`src/verilog/calc_pkg.sv`:
```
package calc_pkg;

    localparam int DIGIT_W         = 4;   // one bcd digit
    localparam int POS_W           = 4;   // row*4 + col
    localparam int OPERAND_W       = 16;  // signed entry, +/-9999
    localparam int RESULT_W        = 32;  // holds 9999*9999 with sign
    localparam int DEBOUNCE_CYCLES = 10;  // cycles a press must stay low
    localparam int MAX_DIGITS      = 4;   // digits accepted per entry

    localparam int DEBOUNCE_W  = $clog2(DEBOUNCE_CYCLES);  // counts 0..DEBOUNCE_CYCLES-1
    localparam int DIGIT_CNT_W = $clog2(MAX_DIGITS + 1);   // counts 0..MAX_DIGITS

    typedef logic        [DIGIT_W-1:0]     digit_t;
    typedef logic        [POS_W-1:0]       key_pos_t;
    typedef logic signed [OPERAND_W-1:0]   operand_t;
    typedef logic signed [RESULT_W-1:0]    result_t;
    typedef logic        [DEBOUNCE_W-1:0]  debounce_t;
    typedef logic        [DIGIT_CNT_W-1:0] digit_cnt_t;

    typedef enum logic [2:0] {
        KEY_DIGIT,
        KEY_ADD,
        KEY_SUB,
        KEY_MUL,
        KEY_EQUAL,
        KEY_NEG,
        KEY_NONE    // position 14, never reported
    } key_kind_e;

    typedef enum logic [1:0] {
        OP_ADD,
        OP_SUB,
        OP_MUL
    } alu_op_e;

    typedef struct packed {
        key_kind_e kind;   // what was pressed
        digit_t    digit;  // value, only meaningful for KEY_DIGIT
    } key_event_t;

    // indexed by key position, row major
    localparam key_event_t KEY_MAP [16] = '{
        '{KEY_DIGIT, 4'd1}, '{KEY_DIGIT, 4'd2}, '{KEY_DIGIT, 4'd3}, '{KEY_ADD,   4'd0},
        '{KEY_DIGIT, 4'd4}, '{KEY_DIGIT, 4'd5}, '{KEY_DIGIT, 4'd6}, '{KEY_SUB,   4'd0},
        '{KEY_DIGIT, 4'd7}, '{KEY_DIGIT, 4'd8}, '{KEY_DIGIT, 4'd9}, '{KEY_MUL,   4'd0},
        '{KEY_EQUAL, 4'd0}, '{KEY_DIGIT, 4'd0}, '{KEY_NONE,  4'd0}, '{KEY_NEG,   4'd0}
    };

endpackage
```
`src/verilog/calc_top.sv`:
```
`timescale 1ns/1ps

module calc_top
    import calc_pkg::*;
(
    input  logic       clk,
    input  logic       nRST,
    input  logic [3:0] row_in,        // keypad rows, active low
    output logic [3:0] col_out,       // keypad columns, one low
    output result_t    result,
    output logic       result_valid,  // one-cycle strobe
    output operand_t   entry          // current entry with sign
);

    logic       key_req;    // scanner to controller
    key_event_t key_event;
    logic       key_ack;    // controller to scanner
    logic       alu_start;  // controller to alu
    alu_op_e    alu_op;
    operand_t   operand_a;
    operand_t   operand_b;

    keypad_scanner i_keypad_scanner (
        .clk       (clk),
        .nRST      (nRST),
        .row_in    (row_in),
        .col_out   (col_out),
        .key_req   (key_req),
        .key_event (key_event),
        .key_ack   (key_ack)
    );

    calc_control i_calc_control (
        .clk       (clk),
        .nRST      (nRST),
        .key_req   (key_req),
        .key_event (key_event),
        .key_ack   (key_ack),
        .alu_start (alu_start),
        .alu_op    (alu_op),
        .operand_a (operand_a),
        .operand_b (operand_b),
        .entry     (entry)
    );

    calc_alu i_calc_alu (
        .clk          (clk),
        .nRST         (nRST),
        .alu_start    (alu_start),
        .alu_op       (alu_op),
        .operand_a    (operand_a),
        .operand_b    (operand_b),
        .result       (result),
        .result_valid (result_valid)
    );

endmodule

```
`src/verilog/calc_alu.sv`:
```
`timescale 1ns/1ps

module calc_alu
    import calc_pkg::*;
(
    input  logic     clk,
    input  logic     nRST,
    input  logic     alu_start,     // one-cycle launch
    input  alu_op_e  alu_op,
    input  operand_t operand_a,
    input  operand_t operand_b,
    output result_t  result,        // held until next start
    output logic     result_valid   // one cycle after alu_start
);

    result_t a_ext;       // sign-extended a
    result_t b_ext;       // sign-extended b
    result_t alu_value;   // combinational result

    assign a_ext = result_t'(operand_a);  // signed source, extends sign
    assign b_ext = result_t'(operand_b);

    always_comb begin
        case (alu_op)
            OP_ADD:  alu_value = a_ext + b_ext;
            OP_SUB:  alu_value = a_ext - b_ext;
            OP_MUL:  alu_value = a_ext * b_ext;  // 9999*9999 fits in 32 bits
            default: alu_value = '0;
        endcase
    end

    always_ff @(posedge clk or negedge nRST) begin
        if (!nRST) begin
            result_valid <= 1'b0;
        end else begin
            result_valid <= alu_start;  // strobe lasts one cycle
        end
    end

    always_ff @(posedge clk) begin
        if (alu_start) begin
            result <= alu_value;
        end
    end

endmodule

```
`src/verilog/calc_control.sv`:
```
`timescale 1ns/1ps

module calc_control
    import calc_pkg::*;
(
    input  logic       clk,
    input  logic       nRST,
    input  logic       key_req,    // scanner has an event
    input  key_event_t key_event,
    output logic       key_ack,    // pulse, cycle after key_req
    output logic       alu_start,  // pulse, same cycle as ack on equals
    output alu_op_e    alu_op,
    output operand_t   operand_a,
    output operand_t   operand_b,
    output operand_t   entry       // value being typed, signed
);

    logic       take;       // new event this cycle
    logic       is_op;      // event is add, sub or mul
    logic       op_repeat;  // operator with no digits since the last one
    operand_t   mag;        // entry magnitude
    logic       neg;        // entry sign
    digit_cnt_t digit_cnt;  // digits in current entry
    logic       op_valid;   // an operator is pending
    alu_op_e    op_q;       // pending operator
    alu_op_e    op_new;     // operator carried by this event
    operand_t   acc_q;      // left operand waiting for equals
    operand_t   mag_next;   // magnitude with the new digit appended

    assign take = key_req && !key_ack;  // ack not yet given

    assign is_op = (key_event.kind == KEY_ADD) ||
                   (key_event.kind == KEY_SUB) ||
                   (key_event.kind == KEY_MUL);

    assign op_repeat = op_valid && (digit_cnt == '0);

    always_comb begin
        case (key_event.kind)
            KEY_SUB: op_new = OP_SUB;
            KEY_MUL: op_new = OP_MUL;
            default: op_new = OP_ADD;
        endcase
    end

    assign mag_next = mag * operand_t'(10) + operand_t'(key_event.digit);

    assign entry = neg ? -mag : mag;  // sign kept apart so -0 then digits works

    always_ff @(posedge clk or negedge nRST) begin
        if (!nRST) begin
            key_ack   <= 1'b0;
            alu_start <= 1'b0;
            mag       <= '0;
            neg       <= 1'b0;
            digit_cnt <= '0;
            op_valid  <= 1'b0;
        end else begin
            key_ack   <= take;
            alu_start <= take && (key_event.kind == KEY_EQUAL);

            if (take) begin
                case (key_event.kind)
                    KEY_DIGIT: begin
                        if (digit_cnt < digit_cnt_t'(MAX_DIGITS)) begin
                            mag       <= mag_next;
                            digit_cnt <= digit_cnt + 1'b1;
                        end                          // extra digits dropped
                    end
                    KEY_NEG: begin
                        neg <= !neg;
                    end
                    KEY_ADD, KEY_SUB, KEY_MUL: begin
                        if (!op_repeat) begin
                            mag       <= '0;         // entry moved to acc
                            neg       <= 1'b0;
                            digit_cnt <= '0;
                        end
                        op_valid <= 1'b1;
                    end
                    KEY_EQUAL: begin
                        mag       <= '0;
                        neg       <= 1'b0;
                        digit_cnt <= '0;
                        op_valid  <= 1'b0;           // chain ends here
                    end
                    default: begin
                    end
                endcase
            end
        end
    end

    // operand and operator registers
    always_ff @(posedge clk) begin
        if (take && is_op) begin
            op_q <= op_new;                          // last operator wins
            if (!op_repeat) begin
                acc_q <= entry;
            end
        end

        if (take && key_event.kind == KEY_EQUAL) begin
            operand_b <= entry;
            if (op_valid) begin
                operand_a <= acc_q;
                alu_op    <= op_q;
            end else begin
                operand_a <= '0;                     // bare equals, 0 + entry
                alu_op    <= OP_ADD;
            end
        end
    end

endmodule

```
`src/verilog/keypad_scanner.sv`:
```
`timescale 1ns/1ps

module keypad_scanner
    import calc_pkg::*;
(
    input  logic       clk,
    input  logic       nRST,
    input  logic [3:0] row_in,     // active low, pulled up
    output logic [3:0] col_out,    // one column low at a time
    output logic       key_req,    // event pending for controller
    output key_event_t key_event,  // held stable while key_req
    input  logic       key_ack     // one-cycle pulse from controller
);

    typedef enum logic [2:0] {
        IDLE,
        SCAN_COL,
        WAIT_STABLE,
        CONFIRM,
        WAIT_RELEASE
    } scan_state_e;

    scan_state_e state, next_state;

    logic [1:0] col_idx;    // column currently driven low
    logic [1:0] row_sel;    // lowest low row
    logic       press;      // any row low
    debounce_t  deb_cnt;    // cycles the press has held
    key_pos_t   key_pos;    // row*4 + col
    key_event_t dec_event;  // key map lookup
    logic       deb_done;   // press held long enough
    logic       launch;     // entering CONFIRM this cycle

    assign press = ~&row_in;  // rows pulled up, low means pressed

    // lowest low row wins when several keys are down
    always_comb begin
        row_sel = 2'd0;
        for (int r = 3; r >= 0; r--) begin
            if (!row_in[r]) begin
                row_sel = 2'(r);
            end
        end
    end

    assign key_pos   = {row_sel, col_idx};  // row*4 + col
    assign dec_event = KEY_MAP[key_pos];

    assign deb_done = (deb_cnt == debounce_t'(DEBOUNCE_CYCLES - 1));

    // drive exactly the selected column low
    always_comb begin
        col_out          = 4'b1111;
        col_out[col_idx] = 1'b0;
    end

    always_comb begin
        next_state = state;
        case (state)
            IDLE: begin
                next_state = SCAN_COL;
            end
            SCAN_COL: begin
                if (press) begin
                    next_state = WAIT_STABLE;  // freeze column, start debounce
                end
            end
            WAIT_STABLE: begin
                if (!press) begin
                    next_state = SCAN_COL;     // bounce, back to scanning
                end else if (deb_done) begin
                    // the blank key is swallowed here
                    if (dec_event.kind == KEY_NONE) begin
                        next_state = WAIT_RELEASE;
                    end else begin
                        next_state = CONFIRM;
                    end
                end
            end
            CONFIRM: begin
                if (key_ack) begin
                    next_state = WAIT_RELEASE;
                end
            end
            WAIT_RELEASE: begin
                if (!press) begin
                    next_state = IDLE;         // all rows high again
                end
            end
            default: begin
                next_state = IDLE;
            end
        endcase
    end

    assign launch = (state == WAIT_STABLE) && (next_state == CONFIRM);

    always_ff @(posedge clk or negedge nRST) begin
        if (!nRST) begin
            state   <= IDLE;
            col_idx <= 2'd0;
            deb_cnt <= '0;
            key_req <= 1'b0;
        end else begin
            state <= next_state;

            // rotate only while nothing is seen
            if (state == SCAN_COL && !press) begin
                col_idx <= col_idx + 2'd1;
            end

            if (state == WAIT_STABLE && press) begin
                deb_cnt <= deb_cnt + 1'b1;
            end else begin
                deb_cnt <= '0;     // press vanished or not debouncing
            end

            if (launch) begin
                key_req <= 1'b1;
            end else if (state == CONFIRM && key_ack) begin
                key_req <= 1'b0;   // drop on the edge after ack
            end
        end
    end

    // position latched as the press is confirmed, held through CONFIRM
    always_ff @(posedge clk) begin
        if (launch) begin
            key_event <= dec_event;
        end
    end

endmodule

```
`config.mk`:
```
export PLATFORM = sky130hd
export DESIGN_NAME = calc_top
export DESIGN_NICKNAME = d
export VERILOG_FILES = /design/src/verilog/calc_pkg.sv /design/src/verilog/calc_top.sv /design/src/verilog/calc_alu.sv /design/src/verilog/calc_control.sv /design/src/verilog/keypad_scanner.sv
export SDC_FILE = /design/constraint.sdc
export NUM_CORES = 1
export LEC_CHECK = 0
export BUFFER_PORTS_ARGS = -buffer_cell sky130_fd_sc_hd__buf_2
export CAP_MARGIN = 15
export CORE_ASPECT_RATIO = 1.25
export CORE_MARGIN = 2
export CORE_UTILIZATION = 50
export CTS_CLUSTER_DIAMETER = 40
export DETAILED_ROUTE_END_ITERATION = 7
export PLACE_DENSITY = 0.66
export SETUP_SLACK_MARGIN = 0.4
export SYNTH_ARGS = -nofsm -noshare
export SYNTH_HDL_FRONTEND = slang
export SYNTH_SLANG_ARGS = --single-unit
```
`constraint.sdc`:
```
create_clock -name clk -period 18.38 [get_ports clk]
set_input_delay 5.514 -clock clk [delete_from_list [all_inputs] [get_ports clk]]
set_output_delay 5.514 -clock clk [all_outputs]
set_load 0.05 [all_outputs]
```
---- Word-level counts from Yosys, hierarchy flattened ----
Memory sizes are Yosys's and may differ from the RTL's.
Cells that the tools add are included.
operators by class
  divide/modulo/power cells ............... 0
  bitwise logic cells ..................... 3
  $lt $le $gt $ge ......................... 4
  add/sub/neg operators ................... 7
  multipliers ............................. 2
  multiplexer cells ....................... 30
  shifts and indexed selects .............. 0
  equal/unequal tests ..................... 16
  reductions and logical operators ........ 28
operator list
  operator                 number
  $pmux W32 S3             1
  $mux W16                 3
  $pmux W16 S3             1
  $mul A16 B16 Y32         1
  $mux W3                  8
  $add A16 B16 Y17         1
  $sub A16 B16 Y17         1
  $add A16 B5 Y16          1
  $mul A16 B4 Y15 const B  1
  $neg A16 Y16             1
  $eq A3 B2 Y1 const B     5
  $pmux W3 S5              1
  $mux W7                  2
  $eq A3 B3 Y1 const B     4
  $logic_and A1 B1 Y1      9
  $logic_not A3 Y1         3
  $pmux W3 S3              1
  $mux W2                  4
  $reduce_and A4 Y1        2
  $eq A3 B1 Y1 const B     2
  $reduce_bool A3 Y1       2
  $ge A5 B5 Y1 const B     1
  $not A4 Y5               1
  $add A4 B1 Y4 const B    1
  25 further kinds         33
storage, ports and cells
  memories kept ........................... 1
  latch bits .............................. 0
  register bits ........................... 125
  bits in read-only memories .............. 112
  bits in writable memories ............... 0
memories
  memory            words  bits a word  read ports  clocked after Yosys merged registers in  wr ports  RTL line              text
  (name not given)  16     7            1           0                                        0         keypad_scanner.sv:47  assign dec_event = KEY_MAP[key_pos];

---- Longest topological paths before layout ----
  word-level depth ........................ 16
  gate-level depth with buffers ........... 23
  gate-level depth less buffers ........... 22

---- Cells and area by module ----
Synthesis repeated with hierarchy kept, for this count alone.
second synthesis, totals
  cell total of the unflattened synthesis .. 1,830
  area, all modules ....................... 17,710.7 sq um
modules (own cells, without submodules)
  module          cells each  instances  area each (sq um)  sequential area each (sq um)
  calc_alu        1,416       1          12,726.0           985.9
  calc_control    320         1          3,997.6            2,137.0
  keypad_scanner  94          1          987.2              460.4

---- Worst setup path before layout ----
OpenSTA, ideal clock, no wires.
  path type ............................... flip-flop to output port
  start point ............................. reg i_calc_control.mag[0]
  end point ............................... out entry[15]
  cell stages (with the launch flop) ...... 6
  arrival ................................. 2.454 ns
  required time ........................... 12.866 ns
  path buffers ............................ 0
  slack ................................... 10.412 ns
  cells stage by stage .................... dfrtp_1 -> or3_1 -> or3b_1 -> or4_1 -> o31ai_1 -> xnor2_1
on the way
  longest elaborated chain between the ends .. 2
RTL lines
  what                    RTL line            text
  from (decl)             calc_control.sv:21  operand_t mag;
  from (signal assigned)  calc_control.sv:66  mag <= mag_next;
  $neg A16 Y16            calc_control.sv:48  assign entry = neg ? -mag : mag;
  $mux W16                calc_control.sv:48
  to (decl)               calc_top.sv:12      output operand_t entry
No other way between the ends.

---- Worst setup path in the final report ----
  start point ............................. reg i_calc_control.mag[0]
  end point ............................... out entry[13]
The elaborated chain is that of the path after synthesis.

==> qor_table.md <==
| Item | Value | Unit |
|:---|:---|:---|
| Outcome | completed | - |
| N_diodes | 0 | - |
| Hold Path Cell Cnt | 1 | - |
| CP bufs+invs | 1 | - |
| Total vias in the final route | 12600 | - |
| Prevailing post-synth register cell | edfxtp_1 | - |
| Final standard cell count with taps included and fillers excluded | 2309 | - |
| Synth Instances | 1791 | - |
| Critical path, cell by cell | or3_1, or3b_1, or4_1, o41ai_2, xnor2_1, buf_2 | - |
| Y dimension of the die | 212 | um |
| Ports | 59 | - |
| Skew final | 0.0122 | ns |
| Width of the die | 170 | um |
| Worst-case register-to-register setup slack | 11.23 | ns |
| Clock buffer count from CTS | 17 | - |
| Starting density of the core | 50.4 | % |
| Clock tree from TritonCTS | done | - |
| Count of cell types in the netlist | 79 | - |
| Total detailed-routing wirelength | 43500 | um |
| Max Clock Freq | 0.115 | GHz |
| Seq/Total Area, Yosys | 20.7 | % |
| Category of the most critical setup path | register to primary output | - |
| Vias per cell | 5.45 | - |
| Pin count of the biggest net entering global routing | 35 | - |
| Crit end category | primary output | - |
| Iter 0 DRT Violations | 776 | - |
| Slowest-stage cell, CP | or4_1 | - |
| Number of nets in the finished design | 2250 | - |
| Synth-to-layout area growth | 8.15 | % |
| CTS-repair resized insts | 0 | - |
| # fillers | 3100 | - |
| Worst EP arrival | 3.15 | ns |
| EDFF count, synth | 91 | - |
| First-pass GRT wire length | 71600 | um |
| Worst reg2reg startpoint | i_calc_control.operand_a[15] | - |
| Final weighted congestion in routability-driven placement | 0.895 | - |
| Htree depth | 4 | - |
| Net count of the mapped netlist | 2213 | - |
| Max-capacitance violation count | 0 | - |
| Row count | 76 | - |
| Root cell of the clock tree | clkbuf_16 | - |
| Min-delay worst type | register to register | - |
| Total die area | 36100 | um2 |
| RSZ-0062 raised after global routing | false | - |
| Critical R2R Capture | i_calc_alu.result[27] | - |
| Number of max-slew violations in the final report | 0 | - |
| Hold Buf Count CTS | 0 | - |
| Clock latency at the later pin of the worst-skew pair | 0.44 | ns |
| Count of synthesis-stage warnings from yosys | 0 | - |
| Number of cells after detailed placement | 2276 | - |
| Commonest cells after routing, fill and taps aside | inv_1, fa_1, nand2_1 | - |
| Biggest cell delay along the critical path | 0.52 | ns |
| Final Util | 54.5 | % |
| Number of storage elements in the synthesis netlist | 125 | - |
| Average size of a mapped cell | 9.66 | um2 |
| Maximum fanout along the worst path | 8 | - |
| HPWL Detailed | 33700 | um |
| Top cell family by delay on the critical path | simple AND/OR/NAND/NOR gates | - |
| Most common cell after layout, fill and taps aside | inv_1 | - |
| Final critical delay including setup and external delays | 8.66 | ns |
| Core footprint | 34300 | um2 |
| Vias in the first global route | 13600 | - |
| Total count of hold-check failures in the final report | 0 | - |
| Total iterations of the first detailed-routing run | 5 | - |
| Cell area after synthesis | 17300 | um2 |
| Clock edge transition at the registers on the reported setup and hold paths | 0.06 | ns |
| # setup viols final | 0 | - |
| Buffers inserted by post-CTS timing repair | 0 | - |
| Tightest slew margin relative to the limit | 24.7 | % |
| Sum Neg Setup Slack | 0 | ns |
| Fraction of registers with async set or reset after synthesis | 27.2 | % |
| Final Cycle Share | 47.1 | % |
| Fraction of layout instances using a drive strength above 1 | 6.90 | % |
| Drc violations | 0 | - |
| Final global-route overflow total | 0 | - |
| Worst Hold Path EP | i_keypad_scanner.deb_cnt[0] | - |
| Initial antenna violation count | 0 | - |
| Hold Startpoint | i_keypad_scanner.deb_cnt[0] | - |
| Transition time at the pin with the least slew margin | 1.12 | ns |
| Count of input and output buffers | 58 | - |
| R2R cell count | 18 | - |
| Total global-route track usage | 26.0 | % |
| CTS Sinks | 125 | - |
| Required arrival time at the worst endpoint | 12.87 | ns |
| Routed wirelength normalized by instance count | 18.9 | um |
| Crit start category | register | - |
| Number of antenna-violating nets in the routed design | 0 | - |
| Maximum root-to-sink buffer count | 2 | - |
Yosys cell counts, types with 6 or more instances:
| master | instances | area [um2] |
|---|---|---|
| o22ai_1 | 13 | 81.3 |
| nor3_1 | 28 | 140 |
| clkbuf_1 | 50 | 188 |
| a211oi_1 | 12 | 90.1 |
| and3_1 | 6 | 37.5 |
| o21a_1 | 9 | 67.6 |
| o31ai_1 | 16 | 120 |
| a31oi_1 | 8 | 50.1 |
| a22o_1 | 17 | 149 |
| fa_1 | 266 | 5330 |
| xnor2_1 | 53 | 464 |
| inv_1 | 371 | 1390 |
| ha_1 | 150 | 1880 |
| nand2b_1 | 28 | 175 |
| nor2b_1 | 10 | 62.6 |
| dfrtp_1 | 34 | 851 |
| nor2_1 | 78 | 293 |
| a21oi_1 | 49 | 245 |
| and2_1 | 119 | 744 |
| nand2_1 | 167 | 627 |
| xor2_1 | 25 | 219 |
| or3_1 | 11 | 68.8 |
| edfxtp_1 | 91 | 2730 |
| o21ai_0 | 61 | 305 |
| nand3_1 | 10 | 50.1 |
| a21o_1 | 8 | 60.1 |
worst max path at each step:
stage / cells after the start / start / slack [ns] / end
final: 6 / i_calc_control.mag[0] / 9.72 / entry[13]
after global routing: 6 / i_calc_control.mag[0] / 9.61 / entry[15]
after CTS: 6 / i_calc_control.mag[0] / 9.70 / entry[15]
after detailed placement: 6 / i_calc_control.mag[0] / 10.18 / entry[15]
after global placement: 6 / i_calc_control.mag[0] / 10.24 / entry[15]
after floorplan: 5 / i_calc_control.mag[0] / 10.41 / entry[15]
cell families after synthesis:
family                     share of synthesized area (%)
buffers and inverters                               9.23
AOI/OAI and AO/OA                                   9.81
DFF                                                 20.7
and+or+nand+nor                                     14.5
muxes                                              0.181
adders and majority gates                           41.6
xor gates and xnor gates                            3.95
per-stage QoR:
stage | setup WS (ns) | hold WS [ns] | area [um2]
2_1_floorplan | 10.41 | 0.449 | 17300
5_1_grt | 9.61 | 0.532 | 18700
6_report | 9.72 | 0.494 | 18700
4_1_cts | 9.70 | 0.497 | 18700
3_3_place_gp | 10.24 | 0.479 | 18100
3_5_place_dp | 10.18 | 0.488 | 18100
routing by layer:
metal	global-route usage (%)	wire [um]	up-vias
li1	-	-	5790
met1	31.3	17200	6375
met2	47.2	22800	342
met3	3.15	1900	77
met4	10.5	1690	0
met5	0	0	-
cell type report:
type	count	area (um2)	share of cell area, %
Multi-Input combinational cell	1242	12100	64.8
Clock inverter	15	201	1.08
Sequential cell	125	3580	19.2
Clock buffer	17	425	2.27
Tap cell	468	586	3.13
Timing Repair Buffer	71	392	2.09
Inverter	371	1390	7.44
worst reg2reg max path, cell delays in order, from the launching register on:
cell and delay (ns):
edfxtp_1 0.78, inv_1 0.28, nor2_1 0.20, fa_1 0.57, fa_1 0.94, fa_1 0.54
fa_1 0.50, fa_1 0.50, inv_1 0.05, fa_1 0.47, inv_1 0.04, ha_1 0.37
nand4_1 0.14, nor2_1 0.19, inv_1 0.11, a211oi_1 0.65, o31ai_1 0.22, and3_1 0.23
o31ai_1 0.22
flip-flops by register name, indices dropped and copies added (netlist names):
name                        count
i_calc_control.op_valid         1
i_calc_control.operand_a       16
i_keypad_scanner.key_req        1
i_calc_control.acc_q           16
i_calc_control.digit_cnt        3
i_keypad_scanner.key_event      7
i_calc_control.mag             16
i_calc_alu.result_valid         1
i_calc_control.alu_start        1
i_calc_control.key_ack          1
i_keypad_scanner.deb_cnt        4
i_calc_control.op_q             2
i_calc_control.alu_op           2
i_keypad_scanner.col_idx        2
i_calc_alu.result              32
i_calc_control.neg              1
i_calc_control.operand_b       16
i_keypad_scanner.state          3
Power is not shown: default switching activity piles up to over one toggle a cycle in this logic, so the estimate is an artifact.
